## src/audio_pkg.sv

```systemverilog
package audio_pkg;

	// audio sample format
	localparam int sample_w = 16;

	// AXI4-Lite bus geometry
	localparam int axi_addr_w = 4;
	localparam int axi_data_w = 32;

	// register word addresses
	localparam logic [axi_addr_w-1:0] reg_ctrl = 4'd0;
	localparam logic [axi_addr_w-1:0] reg_latch = 4'd4;
	localparam logic [axi_addr_w-1:0] reg_status = 4'd8;
	localparam logic [axi_addr_w-1:0] reg_level = 4'd12;

	// control register bits
	localparam int ctrl_enable_bit = 0;
	localparam int ctrl_interp_bit = 1;

	// AXI response codes
	localparam logic [1:0] resp_okay = 2'd0;
	localparam logic [1:0] resp_slverr = 2'd2;

	// sample period measurement, saturates at the all-ones count
	localparam int period_w = 12;
	localparam logic [period_w-1:0] interp_limit = '1;

	// signed to offset binary for the DAC
	localparam logic [sample_w-1:0] dac_offset = 16'd32768;

endpackage

```

## src/audio_regs.sv

```systemverilog
`timescale 1ns/1ps

module audio_regs (
	input  logic                                clk50,
	input  logic                                reset,
	input  logic [audio_pkg::axi_addr_w-1:0]    s_awaddr,
	input  logic                                s_awvalid,
	output logic                                s_awready,
	input  logic [audio_pkg::axi_data_w-1:0]    s_wdata,
	input  logic [audio_pkg::axi_data_w/8-1:0]  s_wstrb,
	input  logic                                s_wvalid,
	output logic                                s_wready,
	output logic [1:0]                          s_bresp,
	output logic                                s_bvalid,
	input  logic                                s_bready,
	input  logic [audio_pkg::axi_addr_w-1:0]    s_araddr,
	input  logic                                s_arvalid,
	output logic                                s_arready,
	output logic [audio_pkg::axi_data_w-1:0]    s_rdata,
	output logic [1:0]                          s_rresp,
	output logic                                s_rvalid,
	input  logic                                s_rready,
	input  logic                                sample_in,
	input  logic                                clear_irq,
	input  logic [audio_pkg::sample_w-1:0]      level_left,
	input  logic [audio_pkg::sample_w-1:0]      level_right,
	output logic                                enable,
	output logic                                interp_on,
	output logic [7:0]                          sound_latch,
	output logic                                irq
);
	import audio_pkg::*;

	logic wr_go;
	logic rd_go;
	logic wr_mapped;
	logic rd_mapped;
	logic ctrl_wr;
	logic latch_wr;
	logic [axi_data_w-1:0] rd_word;
	logic [15:0] sample_count;

	// both write channels must be present and the previous response taken
	assign wr_go = s_awvalid & s_wvalid & ~s_bvalid;
	assign s_awready = wr_go;
	assign s_wready = wr_go;

	// one read in flight at a time
	assign rd_go = s_arvalid & ~s_rvalid;
	assign s_arready = rd_go;

	assign wr_mapped = s_awaddr inside {reg_ctrl, reg_latch, reg_status, reg_level};
	assign rd_mapped = s_araddr inside {reg_ctrl, reg_latch, reg_status, reg_level};

	// only byte lane 0 carries anything writable
	assign ctrl_wr = wr_go && (s_awaddr == reg_ctrl) && s_wstrb[0];
	assign latch_wr = wr_go && (s_awaddr == reg_latch) && s_wstrb[0];

	// write response channel
	always_ff @(posedge clk50) begin
		if (reset) begin
			s_bvalid <= 1'b0;
		end else if (wr_go) begin
			s_bvalid <= 1'b1;
		end else if (s_bready) begin
			s_bvalid <= 1'b0;
		end
	end

	always_ff @(posedge clk50) begin
		if (wr_go) begin
			s_bresp <= wr_mapped ? resp_okay : resp_slverr;
		end
	end

	// read data select, unmapped reads as zero
	always_comb begin
		rd_word = '0;
		case (s_araddr)
			reg_ctrl: begin
				rd_word[ctrl_enable_bit] = enable;
				rd_word[ctrl_interp_bit] = interp_on;
			end
			reg_latch: rd_word[7:0] = sound_latch;
			reg_status: rd_word = {sample_count, 15'd0, irq};
			reg_level: rd_word = {level_left, level_right};
			default: rd_word = '0;
		endcase
	end

	// read response channel, data captured at accept and held
	always_ff @(posedge clk50) begin
		if (reset) begin
			s_rvalid <= 1'b0;
		end else if (rd_go) begin
			s_rvalid <= 1'b1;
		end else if (s_rready) begin
			s_rvalid <= 1'b0;
		end
	end

	always_ff @(posedge clk50) begin
		if (rd_go) begin
			s_rdata <= rd_word;
			s_rresp <= rd_mapped ? resp_okay : resp_slverr;
		end
	end

	// control bits, sound latch and CPU interrupt
	always_ff @(posedge clk50) begin
		if (reset) begin
			enable <= 1'b0;
			interp_on <= 1'b0;
			sound_latch <= 8'd0;
			irq <= 1'b0;
		end else begin
			if (ctrl_wr) begin
				enable <= s_wdata[ctrl_enable_bit];
				interp_on <= s_wdata[ctrl_interp_bit];
			end
			// a new command beats the acknowledge
			if (latch_wr) begin
				sound_latch <= s_wdata[7:0];
				irq <= 1'b1;
			end else if (clear_irq) begin
				irq <= 1'b0;
			end
		end
	end

	// strobe counter, wraps
	always_ff @(posedge clk50) begin
		if (reset) begin
			sample_count <= 16'd0;
		end else if (sample_in) begin
			sample_count <= sample_count + 16'd1;
		end
	end

endmodule

```

## src/sample_interp.sv

```systemverilog
`timescale 1ns/1ps

module sample_interp (
	input  logic                                  clk50,
	input  logic                                  reset,
	input  logic                                  sample_in,
	input  logic signed [audio_pkg::sample_w-1:0] left_in,
	input  logic signed [audio_pkg::sample_w-1:0] right_in,
	output logic                                  interp_valid,
	output logic signed [audio_pkg::sample_w-1:0] interp_left,
	output logic signed [audio_pkg::sample_w-1:0] interp_right
);
	import audio_pkg::*;

	logic [period_w-1:0] gap_count;
	logic [period_w-2:0] half_period;
	logic [period_w-2:0] wait_count;
	logic pending;
	logic signed [sample_w-1:0] last_left;
	logic signed [sample_w-1:0] last_right;
	logic signed [sample_w:0] sum_left;
	logic signed [sample_w:0] sum_right;
	logic signed [sample_w:0] mid_left;
	logic signed [sample_w:0] mid_right;

	// 17-bit sums so the average cannot overflow
	assign sum_left = last_left + left_in;
	assign sum_right = last_right + right_in;
	assign mid_left = sum_left >>> 1;
	assign mid_right = sum_right >>> 1;
	assign half_period = gap_count[period_w-1:1];

	always_ff @(posedge clk50) begin
		if (reset) begin
			// start saturated so the first strobe passes straight through
			gap_count <= interp_limit;
			wait_count <= '0;
			pending <= 1'b0;
			interp_valid <= 1'b0;
			last_left <= '0;
			last_right <= '0;
		end else begin
			interp_valid <= 1'b0;
			if (gap_count != interp_limit) begin
				gap_count <= gap_count + 1'b1;
			end
			if (sample_in) begin
				gap_count <= 1;
				last_left <= left_in;
				last_right <= right_in;
				interp_valid <= 1'b1;
				if (gap_count == interp_limit) begin
					interp_left <= left_in;
					interp_right <= right_in;
					pending <= 1'b0;
				end else begin
					interp_left <= mid_left[sample_w-1:0];
					interp_right <= mid_right[sample_w-1:0];
					pending <= 1'b1;
					// new sample lands half a period after the strobe
					wait_count <= (half_period > 2) ? half_period - 2'd2 : '0;
				end
			end else if (pending) begin
				if (wait_count == 0) begin
					interp_left <= last_left;
					interp_right <= last_right;
					interp_valid <= 1'b1;
					pending <= 1'b0;
				end else begin
					wait_count <= wait_count - 1'b1;
				end
			end
		end
	end

endmodule

```

## src/sigma_delta_dac.sv

```systemverilog
`timescale 1ns/1ps

module sigma_delta_dac (
	input  logic                             clk50,
	input  logic                             reset,
	input  logic                             enable,
	input  logic [audio_pkg::sample_w-1:0]   level,
	output logic                             speaker
);
	import audio_pkg::*;

	logic [sample_w-1:0] level_unsigned;
	logic [sample_w-1:0] accum;
	logic [sample_w:0] sum;

	// two's complement to offset binary
	assign level_unsigned = level + dac_offset;
	assign sum = accum + level_unsigned;

	// carry out is the pulse density output
	always_ff @(posedge clk50) begin
		if (reset || !enable) begin
			accum <= '0;
			speaker <= 1'b0;
		end else begin
			accum <= sum[sample_w-1:0];
			speaker <= sum[sample_w];
		end
	end

endmodule

```

## src/audio_out_top.sv

```systemverilog
`timescale 1ns/1ps

module audio_out_top (
	input  logic                                  clk50,
	input  logic                                  reset,
	input  logic [audio_pkg::axi_addr_w-1:0]      s_awaddr,
	input  logic                                  s_awvalid,
	output logic                                  s_awready,
	input  logic [audio_pkg::axi_data_w-1:0]      s_wdata,
	input  logic [audio_pkg::axi_data_w/8-1:0]    s_wstrb,
	input  logic                                  s_wvalid,
	output logic                                  s_wready,
	output logic [1:0]                            s_bresp,
	output logic                                  s_bvalid,
	input  logic                                  s_bready,
	input  logic [audio_pkg::axi_addr_w-1:0]      s_araddr,
	input  logic                                  s_arvalid,
	output logic                                  s_arready,
	output logic [audio_pkg::axi_data_w-1:0]      s_rdata,
	output logic [1:0]                            s_rresp,
	output logic                                  s_rvalid,
	input  logic                                  s_rready,
	input  logic                                  sample_in,
	input  logic signed [audio_pkg::sample_w-1:0] left_in,
	input  logic signed [audio_pkg::sample_w-1:0] right_in,
	output logic [7:0]                            sound_latch,
	output logic                                  irq,
	input  logic                                  clear_irq,
	output logic                                  speaker_left,
	output logic                                  speaker_right
);
	import audio_pkg::*;

	logic enable;
	logic interp_on;
	logic interp_valid;
	logic signed [sample_w-1:0] interp_left;
	logic signed [sample_w-1:0] interp_right;
	logic [sample_w-1:0] dac_left;
	logic [sample_w-1:0] dac_right;

	audio_regs i_audio_regs (
		.clk50       (clk50),
		.reset       (reset),
		.s_awaddr    (s_awaddr),
		.s_awvalid   (s_awvalid),
		.s_awready   (s_awready),
		.s_wdata     (s_wdata),
		.s_wstrb     (s_wstrb),
		.s_wvalid    (s_wvalid),
		.s_wready    (s_wready),
		.s_bresp     (s_bresp),
		.s_bvalid    (s_bvalid),
		.s_bready    (s_bready),
		.s_araddr    (s_araddr),
		.s_arvalid   (s_arvalid),
		.s_arready   (s_arready),
		.s_rdata     (s_rdata),
		.s_rresp     (s_rresp),
		.s_rvalid    (s_rvalid),
		.s_rready    (s_rready),
		.sample_in   (sample_in),
		.clear_irq   (clear_irq),
		.level_left  (dac_left),
		.level_right (dac_right),
		.enable      (enable),
		.interp_on   (interp_on),
		.sound_latch (sound_latch),
		.irq         (irq)
	);

	sample_interp i_sample_interp (
		.clk50        (clk50),
		.reset        (reset),
		.sample_in    (sample_in),
		.left_in      (left_in),
		.right_in     (right_in),
		.interp_valid (interp_valid),
		.interp_left  (interp_left),
		.interp_right (interp_right)
	);

	// DAC input register, direct or interpolated source
	always_ff @(posedge clk50) begin
		if (reset) begin
			dac_left <= '0;
			dac_right <= '0;
		end else if (interp_on) begin
			if (interp_valid) begin
				dac_left <= interp_left;
				dac_right <= interp_right;
			end
		end else if (sample_in) begin
			dac_left <= left_in;
			dac_right <= right_in;
		end
	end

	sigma_delta_dac i_dac_left (
		.clk50   (clk50),
		.reset   (reset),
		.enable  (enable),
		.level   (dac_left),
		.speaker (speaker_left)
	);

	sigma_delta_dac i_dac_right (
		.clk50   (clk50),
		.reset   (reset),
		.enable  (enable),
		.level   (dac_right),
		.speaker (speaker_right)
	);

endmodule

```

## config.mk

```make
export PLATFORM = sky130hd
export DESIGN_NAME = audio_out_top
export DESIGN_NICKNAME = d
export VERILOG_FILES = /design/src/audio_pkg.sv /design/src/audio_regs.sv /design/src/sample_interp.sv /design/src/sigma_delta_dac.sv /design/src/audio_out_top.sv
export SDC_FILE = /design/constraint.sdc
export NUM_CORES = 1
export LEC_CHECK = 0
export ABC_CLOCK_PERIOD_IN_PS = 3300
export BUFFER_PORTS_ARGS = -buffer_cell sky130_fd_sc_hd__buf_2
export CORE_UTILIZATION = 45
export DETAILED_ROUTE_END_ITERATION = 8
export GPL_ROUTABILITY_DRIVEN = 0
export PLACE_DENSITY = 0.67
export SLEW_MARGIN = 20
export SYNTH_ARGS = -nofsm -noshare
export SYNTH_HDL_FRONTEND = slang
export SYNTH_SLANG_ARGS = --single-unit
```

## constraint.sdc

```tcl
create_clock -name clk50 -period 3.3 [get_ports clk50]
set_input_delay 0.165 -clock clk50 [delete_from_list [all_inputs] [get_ports clk50]]
set_output_delay 0.165 -clock clk50 [all_outputs]
set_load 0.03 [all_outputs]
```

==> out/metrics.csv, run 1 <==
metric;value;unit
final_area;0.0138;mm^2
synth.top_cell.area_share;26.0;%
drt-vias-per-instance;5.55;
start_util;46.2;%
fin_skew;0.00805;ns
cts_setup_buffers;0;
grt_antenna_before_repair;0;
synth_seq_cells;218;
regArea;0.00503;mm^2
grt_pass1_vias;8968;
fin_util;54.4;%
power.leakage;0.00578;uW
tightest_slew;0.942;ns
grt.overflow.total;0;
cts_resized;0;
status;finished clean;
num_antenna_cells;0;
drtPass1Iterations;5;
die_w;163;um
synthCells;1248;
cts_sinks;218;
hold_viol_final;0;
clkLatencyLatePin;0.52;ns
rsz0062_at_grt;no;
netlist_area;0.0117;mm^2
fillerInstances;2289;
path_max_fanout;5;
grt_first_pass_wirelength;45.3;mm
synth.avg_cell_area;9.37;um^2
synth-edff-count;66;
totalWireLength;28.0;mm
layout.nets;1530;
post-route-period-util;82.6;%
grt_max_degree;83;
crit_required;3.66;ns
maxSlewViolCount;0;
row_count;58;
async_flop_share;0;%
root_buffer;clkbuf_16;
endpoint_kind;register;
die_area;0.0266;mm^2
first_iter_violations;524;
vias;9569;
setup_viol;0;
clk_pin_slew;0.06;ns
syn2layout_area_growth;17.8;%
design.core.area;0.0253;mm^2
io_pins;137;
clock_path_buffers;3;
hpwl;19.5;mm
critPathKind;in2reg;
grt_usage;21.0;%
fmax;0.367;GHz
drtAntennaViolNets;0;
drive_above_1_share;13.1;%
synthTopCellsByArea;dfxtp_1, edfxtp_1, ha_1;
cts_tree;built;
whs;0.0386;ns
multiInputGateArea;0.00629;mm^2
arrival;3.09;ns
yosysSeqAreaShare;43.0;%
ctsHtreeMaxLevel;1;
setup_tns;0;ns
yosysWarnings;0;
dieHeight;163;um
routedWlPerCell;16.2;um
period_needed;2.72;ns
relSlewSlack;37.1;%
synth_top_area_cell;dfxtp_1;
worstSetupStartpointType;input port;
ys.flop_type;dfxtp_1;
cellPowerDensity;480;mW/mm^2
ys_types;70;
port_buffers;107;
timing.final.ws_setup;0.575;ns
peakVddDrop;0.398;mV
hold_path.class;in2reg;
placed_cell_area;0.0125;mm^2
drc;0;
detailedPlace.worstSlack;0.616;ns
max-cap-violations;0;
cts_buffers;25;
==> state kept, by name, indices dropped and copies added (netlist names), 12 cells and up <==
register	count
i_dac_right.accum	16
i_audio_regs.s_rdata	32
i_sample_interp.interp_left	16
i_sample_interp.last_right	16
i_sample_interp.interp_right	16
i_sample_interp.last_left	16
dac_left	16
dac_right	16
i_audio_regs.sample_count	16
i_sample_interp.gap_count	12
i_dac_left.accum	16
==> per-layer routing <==
metal	wire length, um	track usage (%)	part of all wire [%]	vias up
li1	-	-	-	4846
met1	13800	30.0	49	4459
met2	12300	33.7	44	232
met3	1400	2.72	5.0	32
met4	476	4.38	1.7	0
met5	0	0	0	-
==> cell usage in the layout (no fill, tap or decap), types with 15 or more instances in the layout <==
master,netlist,final
or3_1,17,17
o21ai_0,49,49
ha_1,67,67
nor2_1,152,150
and2_1,21,21
a211oi_1,41,41
dlygate4sd3_1,0,46
a31oi_1,26,26
xor2_1,25,25
nor3_1,19,18
clkbuf_16,0,26
nand3_1,34,34
a21oi_1,76,76
buf_2,8,105
nand4_1,19,19
dfxtp_1,152,151
buf_4,3,17
nor2b_1,16,15
a21o_1,34,34
inv_1,30,30
nand2_1,82,82
mux2i_1,70,70
xnor2_1,38,38
edfxtp_1,66,66
a22o_1,23,23
==> area by class of cell <==
| cell class | count | area share [%] |
|---|---|---|
| repair buffers | 169 | 8.23 |
| inverters | 30 | 0.818 |
| flip-flops and latches | 218 | 36.5 |
| well taps | 330 | 3.00 |
| clock inverters | 16 | 0.799 |
| clock buffers | 30 | 4.98 |
| multi-input cells | 930 | 45.7 |
==> cells in the mapped netlist (3+ instances only) <==
master / number
inv_1: 30
and2_1: 21
o21ai_0: 49
nor2b_1: 16
nor4_1: 6
edfxtp_1: 66
xor2_1: 25
a21o_1: 34
o211ai_1: 6
o21bai_1: 6
or3_1: 17
nor2_1: 152
dfxtp_1: 152
fa_1: 4
a21oi_1: 76
o221ai_1: 11
a22o_1: 23
ha_1: 67
nand2b_1: 8
nor3_1: 19
nand2_1: 82
a311oi_1: 4
mux2i_1: 70
o311ai_0: 5
o31ai_1: 5
nand3_1: 34
and3_1: 7
o21ai_1: 4
nand4_1: 19
buf_1: 6
a211oi_1: 41
buf_2: 8
or4_1: 5
or2_2: 4
o21a_1: 3
xnor2_1: 38
a311o_1: 3
nor3b_1: 6
a31oi_1: 26
buf_4: 3
clkbuf_1: 53
==> repair_timing <==
action                                 4_1_cts  5_1_grt
hold buffers                                46        0
endpoints found under the hold margin       47        0
setup endpoints to repair                    0        0
==> final timing paths <==
check | from | to | slack [ns] | cells after the start
min | s_araddr[1] | i_audio_regs.s_rresp[1] | 0.04 | 2
max reg2reg | i_sample_interp.wait_count[0] | i_sample_interp.interp_right[10] | 0.58 | 7
max | left_in[0] | i_sample_interp.interp_left[15] | 0.58 | 10
min reg2reg | i_sample_interp.last_left[15] | i_sample_interp.last_left[15] | 0.50 | 2
==> power breakdown <==
group	total [uW]	internal (uW)	switching, uW	leakage, uW
registers	3020	2910	108	0.00189
logic	917	380	537	0.00349
clock network	2670	1560	1120	0.000403
==> worst max-delay path, stage by stage <==
cell and delay (ns):
dlygate4sd3_1 0.54, buf_2 0.16, and2_1 0.17, fa_1 0.42
a21o_1 0.23, a31oi_1 0.31, o211ai_1 0.20, a221o_1 0.45
a311o_1 0.37, o211ai_1 0.08
==> logic make-up (layout without fill, tap and decap cells) <==
kind of cell / after synthesis / in the layout / share of synthesized area, %
flip-flops: 218 / 218 / 43.0
buffers and inverters: 101 / 245 / 3.49
multiplexers: 71 / 71 / 6.19
AND/OR/NAND/NOR: 403 / 403 / 16.2
AO/OA/AOI/OAI: 320 / 320 / 18.5
XOR/XNOR: 63 / 63 / 4.72
adder cells (fa/ha/maj): 71 / 71 / 7.86
other: 1 / 2 / 0.0321
==> through the flow <==
step | std cells | total power (uW)
after floorplan | 1249 | 3700
after global placement | 1631 | 3920
after detailed placement | 1631 | 3940
after CTS | 1723 | 6660
after global routing | 1723 | 6890
final | 1723 | 6610
(Power assumes the default switching activity.)
==> run 2: changes to the inputs <==
--- a/config.mk
+++ b/config.mk
@@ -5,7 +5,7 @@
 export SDC_FILE = /design/constraint.sdc
 export NUM_CORES = 1
 export LEC_CHECK = 0
-export ABC_CLOCK_PERIOD_IN_PS = 3300
+export ABC_CLOCK_PERIOD_IN_PS = 2430
 export BUFFER_PORTS_ARGS = -buffer_cell sky130_fd_sc_hd__buf_2
 export CORE_UTILIZATION = 45
 export DETAILED_ROUTE_END_ITERATION = 8
==> constraint.sdc (replaced) <==
create_clock -name clk50 -period 2.43 [get_ports clk50]
set_input_delay 0.1215 -clock clk50 [delete_from_list [all_inputs] [get_ports clk50]]
set_output_delay 0.1215 -clock clk50 [all_outputs]
set_load 0.03 [all_outputs]
==> run 2 against run 1 <==
Non-clock buffer count is 39 higher; global-route usage grew 0.51 points; hold slack lost 0.017 ns; via count grew 3.1%; final cell count rose by 2.3%; sequential power rose by 35%; highest routed layer unchanged.
==> out/metrics.csv, run 2 (synthesis results as in run 1) <==
metric;value;unit;change
status;finished clean;;
setup_tns;0;ns;unchanged
p_sw_share;26.3;%;-0.37 points
power.leakage;0.00603;uW;+4.4%
root_buffer;clkbuf_16;;
dieHeight;163;um;unchanged
final_common_cell;dfxtp_1;;
drtPass1Iterations;5;;unchanged
top_register;i_audio_regs.s_rdata;;
worstReg2RegStart;i_sample_interp.last_left[0];;
max-cap-violations;0;;unchanged
multiInputGateArea;0.00636;mm^2;+1.0%
min_from;left_in[1];;
cts_sinks;218;;unchanged
design.core.area;0.0253;mm^2;unchanged
ctsHtreeMaxLevel;1;;unchanged
cts_buffers;25;;unchanged
cellPowerDensity;664;mW/mm^2;+38%
row_count;58;;unchanged
endpoint_kind;register;;
switching_power;2490;uW;+42%
num_antenna_cells;0;;unchanged
vias;9867;;+3.1%
start_util;46.2;%;unchanged
met2_usage;34.9;%;+1.2 points
drive_above_1_share;15.7;%;+2.6 points
critPathKind;reg2reg;;
regArea;0.00503;mm^2;unchanged
min_to;i_sample_interp.last_left[1];;
busiest_layer;met2;;
p_clk_share;42.8;%;+2.3 points
maxSlewViolCount;0;;unchanged
totalWireLength;28.7;mm;+2.6%
rr_endpoint;i_sample_interp.interp_left[13];;
seq_power_share;43.1;%;-2.5 points
setup_viol;0;;unchanged
routedWlPerCell;16.3;um;+0.35%
detailedPlace.worstSlack;-0.118;ns;-0.735 ns
io_pins;137;;unchanged
r2r_slack;0.03;ns;-0.55 ns
clk_pin_slew;0.06;ns;about the same
worstHoldPathCells;4;;+2
grt_pass1_vias;9257;;+3.2%
clkLatencyLatePin;0.54;ns;+0.02 ns
tightest_slew;0.700;ns;-0.242 ns
rsz0062_at_grt;yes;;
drt-vias-per-instance;5.60;;+0.83%
stdcell_count;1762;;+2.3%
relSlewSlack;53.3;%;+16 points
port_buffers;107;;unchanged
pwr-share-comb;14.1;%;+0.2 points
crit_required;2.68;ns;-0.98 ns
path_max_fanout;4;;-1
cts_tree;built;;
drc;0;;unchanged
grt_antenna_before_repair;0;;unchanged
worstSetupStartpointType;register;;
drtAntennaViolNets;0;;unchanged
largest_reg_flops;32;;unchanged
first_iter_violations;623;;+19%
fillerInstances;2231;;-2.5%
internal_power;7000;uW;+44%
grt.overflow.total;0;;unchanged
hold_viol_final;0;;unchanged
hpwl;20.0;mm;+2.8%
layout.nets;1569;;+2.5%
die_w;163;um;unchanged
mostFrequentLayoutCells;dfxtp_1, nor2_1, buf_2;;
dp_cells;1663;;+2.0%
period_needed;2.40;ns;
grt_first_pass_wirelength;46.3;mm;+2.4%
syn2layout_area_growth;22.3;%;
fmax;0.416;GHz;
die_area;0.0266;mm^2;unchanged
arrival;2.65;ns;-0.44 ns
post-route-period-util;98.8;%;
grt_usage;21.5;%;+0.51 points
worstRegToRegCells;8;;+1
whs;0.0219;ns;-0.0167 ns
timing.final.ws_setup;0.0290;ns;-0.546 ns
hold_path.class;in2reg;;
peakVddDrop;0.546;mV;+37%
fin_skew;0.0118;ns;+0.00378 ns
clock_path_buffers;3;;unchanged
grt_max_degree;113;;+36%
use_met3;2.41;%;-0.30 points
grt_util_met1;30.3;%;+0.31 points
## run 2: changes by cell type in the layout (fill, tap and decap cells not counted), sizes merged
cell / delta
buf: +34
clkinv: -10
dlygate4sd3: +5
clkbuf: +4
clkinvlp: +3
bufinv: +2
inv: +1
## run 2: layout make-up
| type | count | share of cell area (%) |
|---|---|---|
| multi-input combinational | 930 | 44.5 |
| sequential | 218 | 35.2 |
| timing repair buffer | 208 | 10.3 |
| clock buffer | 34 | 5.18 |
| tap | 330 | 2.89 |
| clock inverter | 12 | 1.16 |
| inverter | 30 | 0.788 |
## run 2: worst max-delay path by stage
stage,startpoint,to,cells past startpoint
floorplan,i_sample_interp.wait_count[0],i_sample_interp.interp_left[0],7
global placement,i_sample_interp.last_left[0],i_sample_interp.interp_left[15],8
detailed placement,i_sample_interp.last_left[0],i_sample_interp.interp_left[15],8
CTS,i_sample_interp.last_left[0],i_sample_interp.interp_left[15],8
global route,i_sample_interp.last_left[0],i_sample_interp.interp_left[13],8
finish,i_sample_interp.last_left[0],i_sample_interp.interp_left[13],8
## run 2: metrics by stage
| stage | utilization [%] | cell area, um^2 | power (uW) |
|---|---|---|---|
| after detailed placement | 50.6 | 12800 | 5420 |
| after CTS | 56.3 | 14300 | 9560 |
| after global routing | 56.4 | 14300 | 9860 |
| after floorplan | - | 11700 | 5030 |
| final | 56.4 | 14300 | 9490 |
| after global placement | 50.6 | 12800 | 5380 |
## run 2: routing by layer
metal / vias up / routed length (um)
met5: - / 0
met4: 0 / 611
met3: 42 / 1460
met2: 256 / 12700
met1: 4651 / 13900
li1: 4918 / -
## run 2: critical path: stages, from the launching register on
cell and delay [ns]:
dfxtp_1 0.31, and2_1 0.14, fa_2 0.35, a21o_1 0.22
a31oi_4 0.21, o211ai_1 0.15, a221o_1 0.43, mux2i_1 0.18
o221ai_1 0.12
## run 2: repair_timing
item                                    4_1_cts  5_1_grt
pin swaps                                     2        8
setup buffers                                 0        2
resized for setup                             2        7
hold buffers                                 51        0
hold endpoints to repair                     93        0
endpoints found under the setup margin        3       14
## run 2: power by group through the flow
| stage | Clock [uW] | Combinational (uW) | Sequential, uW |
|---|---|---|---|
| after floorplan | 0 | 844 | 4190 |
| after CTS | 4150 | 1320 | 4090 |
| after global placement | 0 | 1220 | 4160 |
| after global routing | 4260 | 1480 | 4110 |
| after detailed placement | 0 | 1250 | 4170 |
| final | 4060 | 1340 | 4090 |
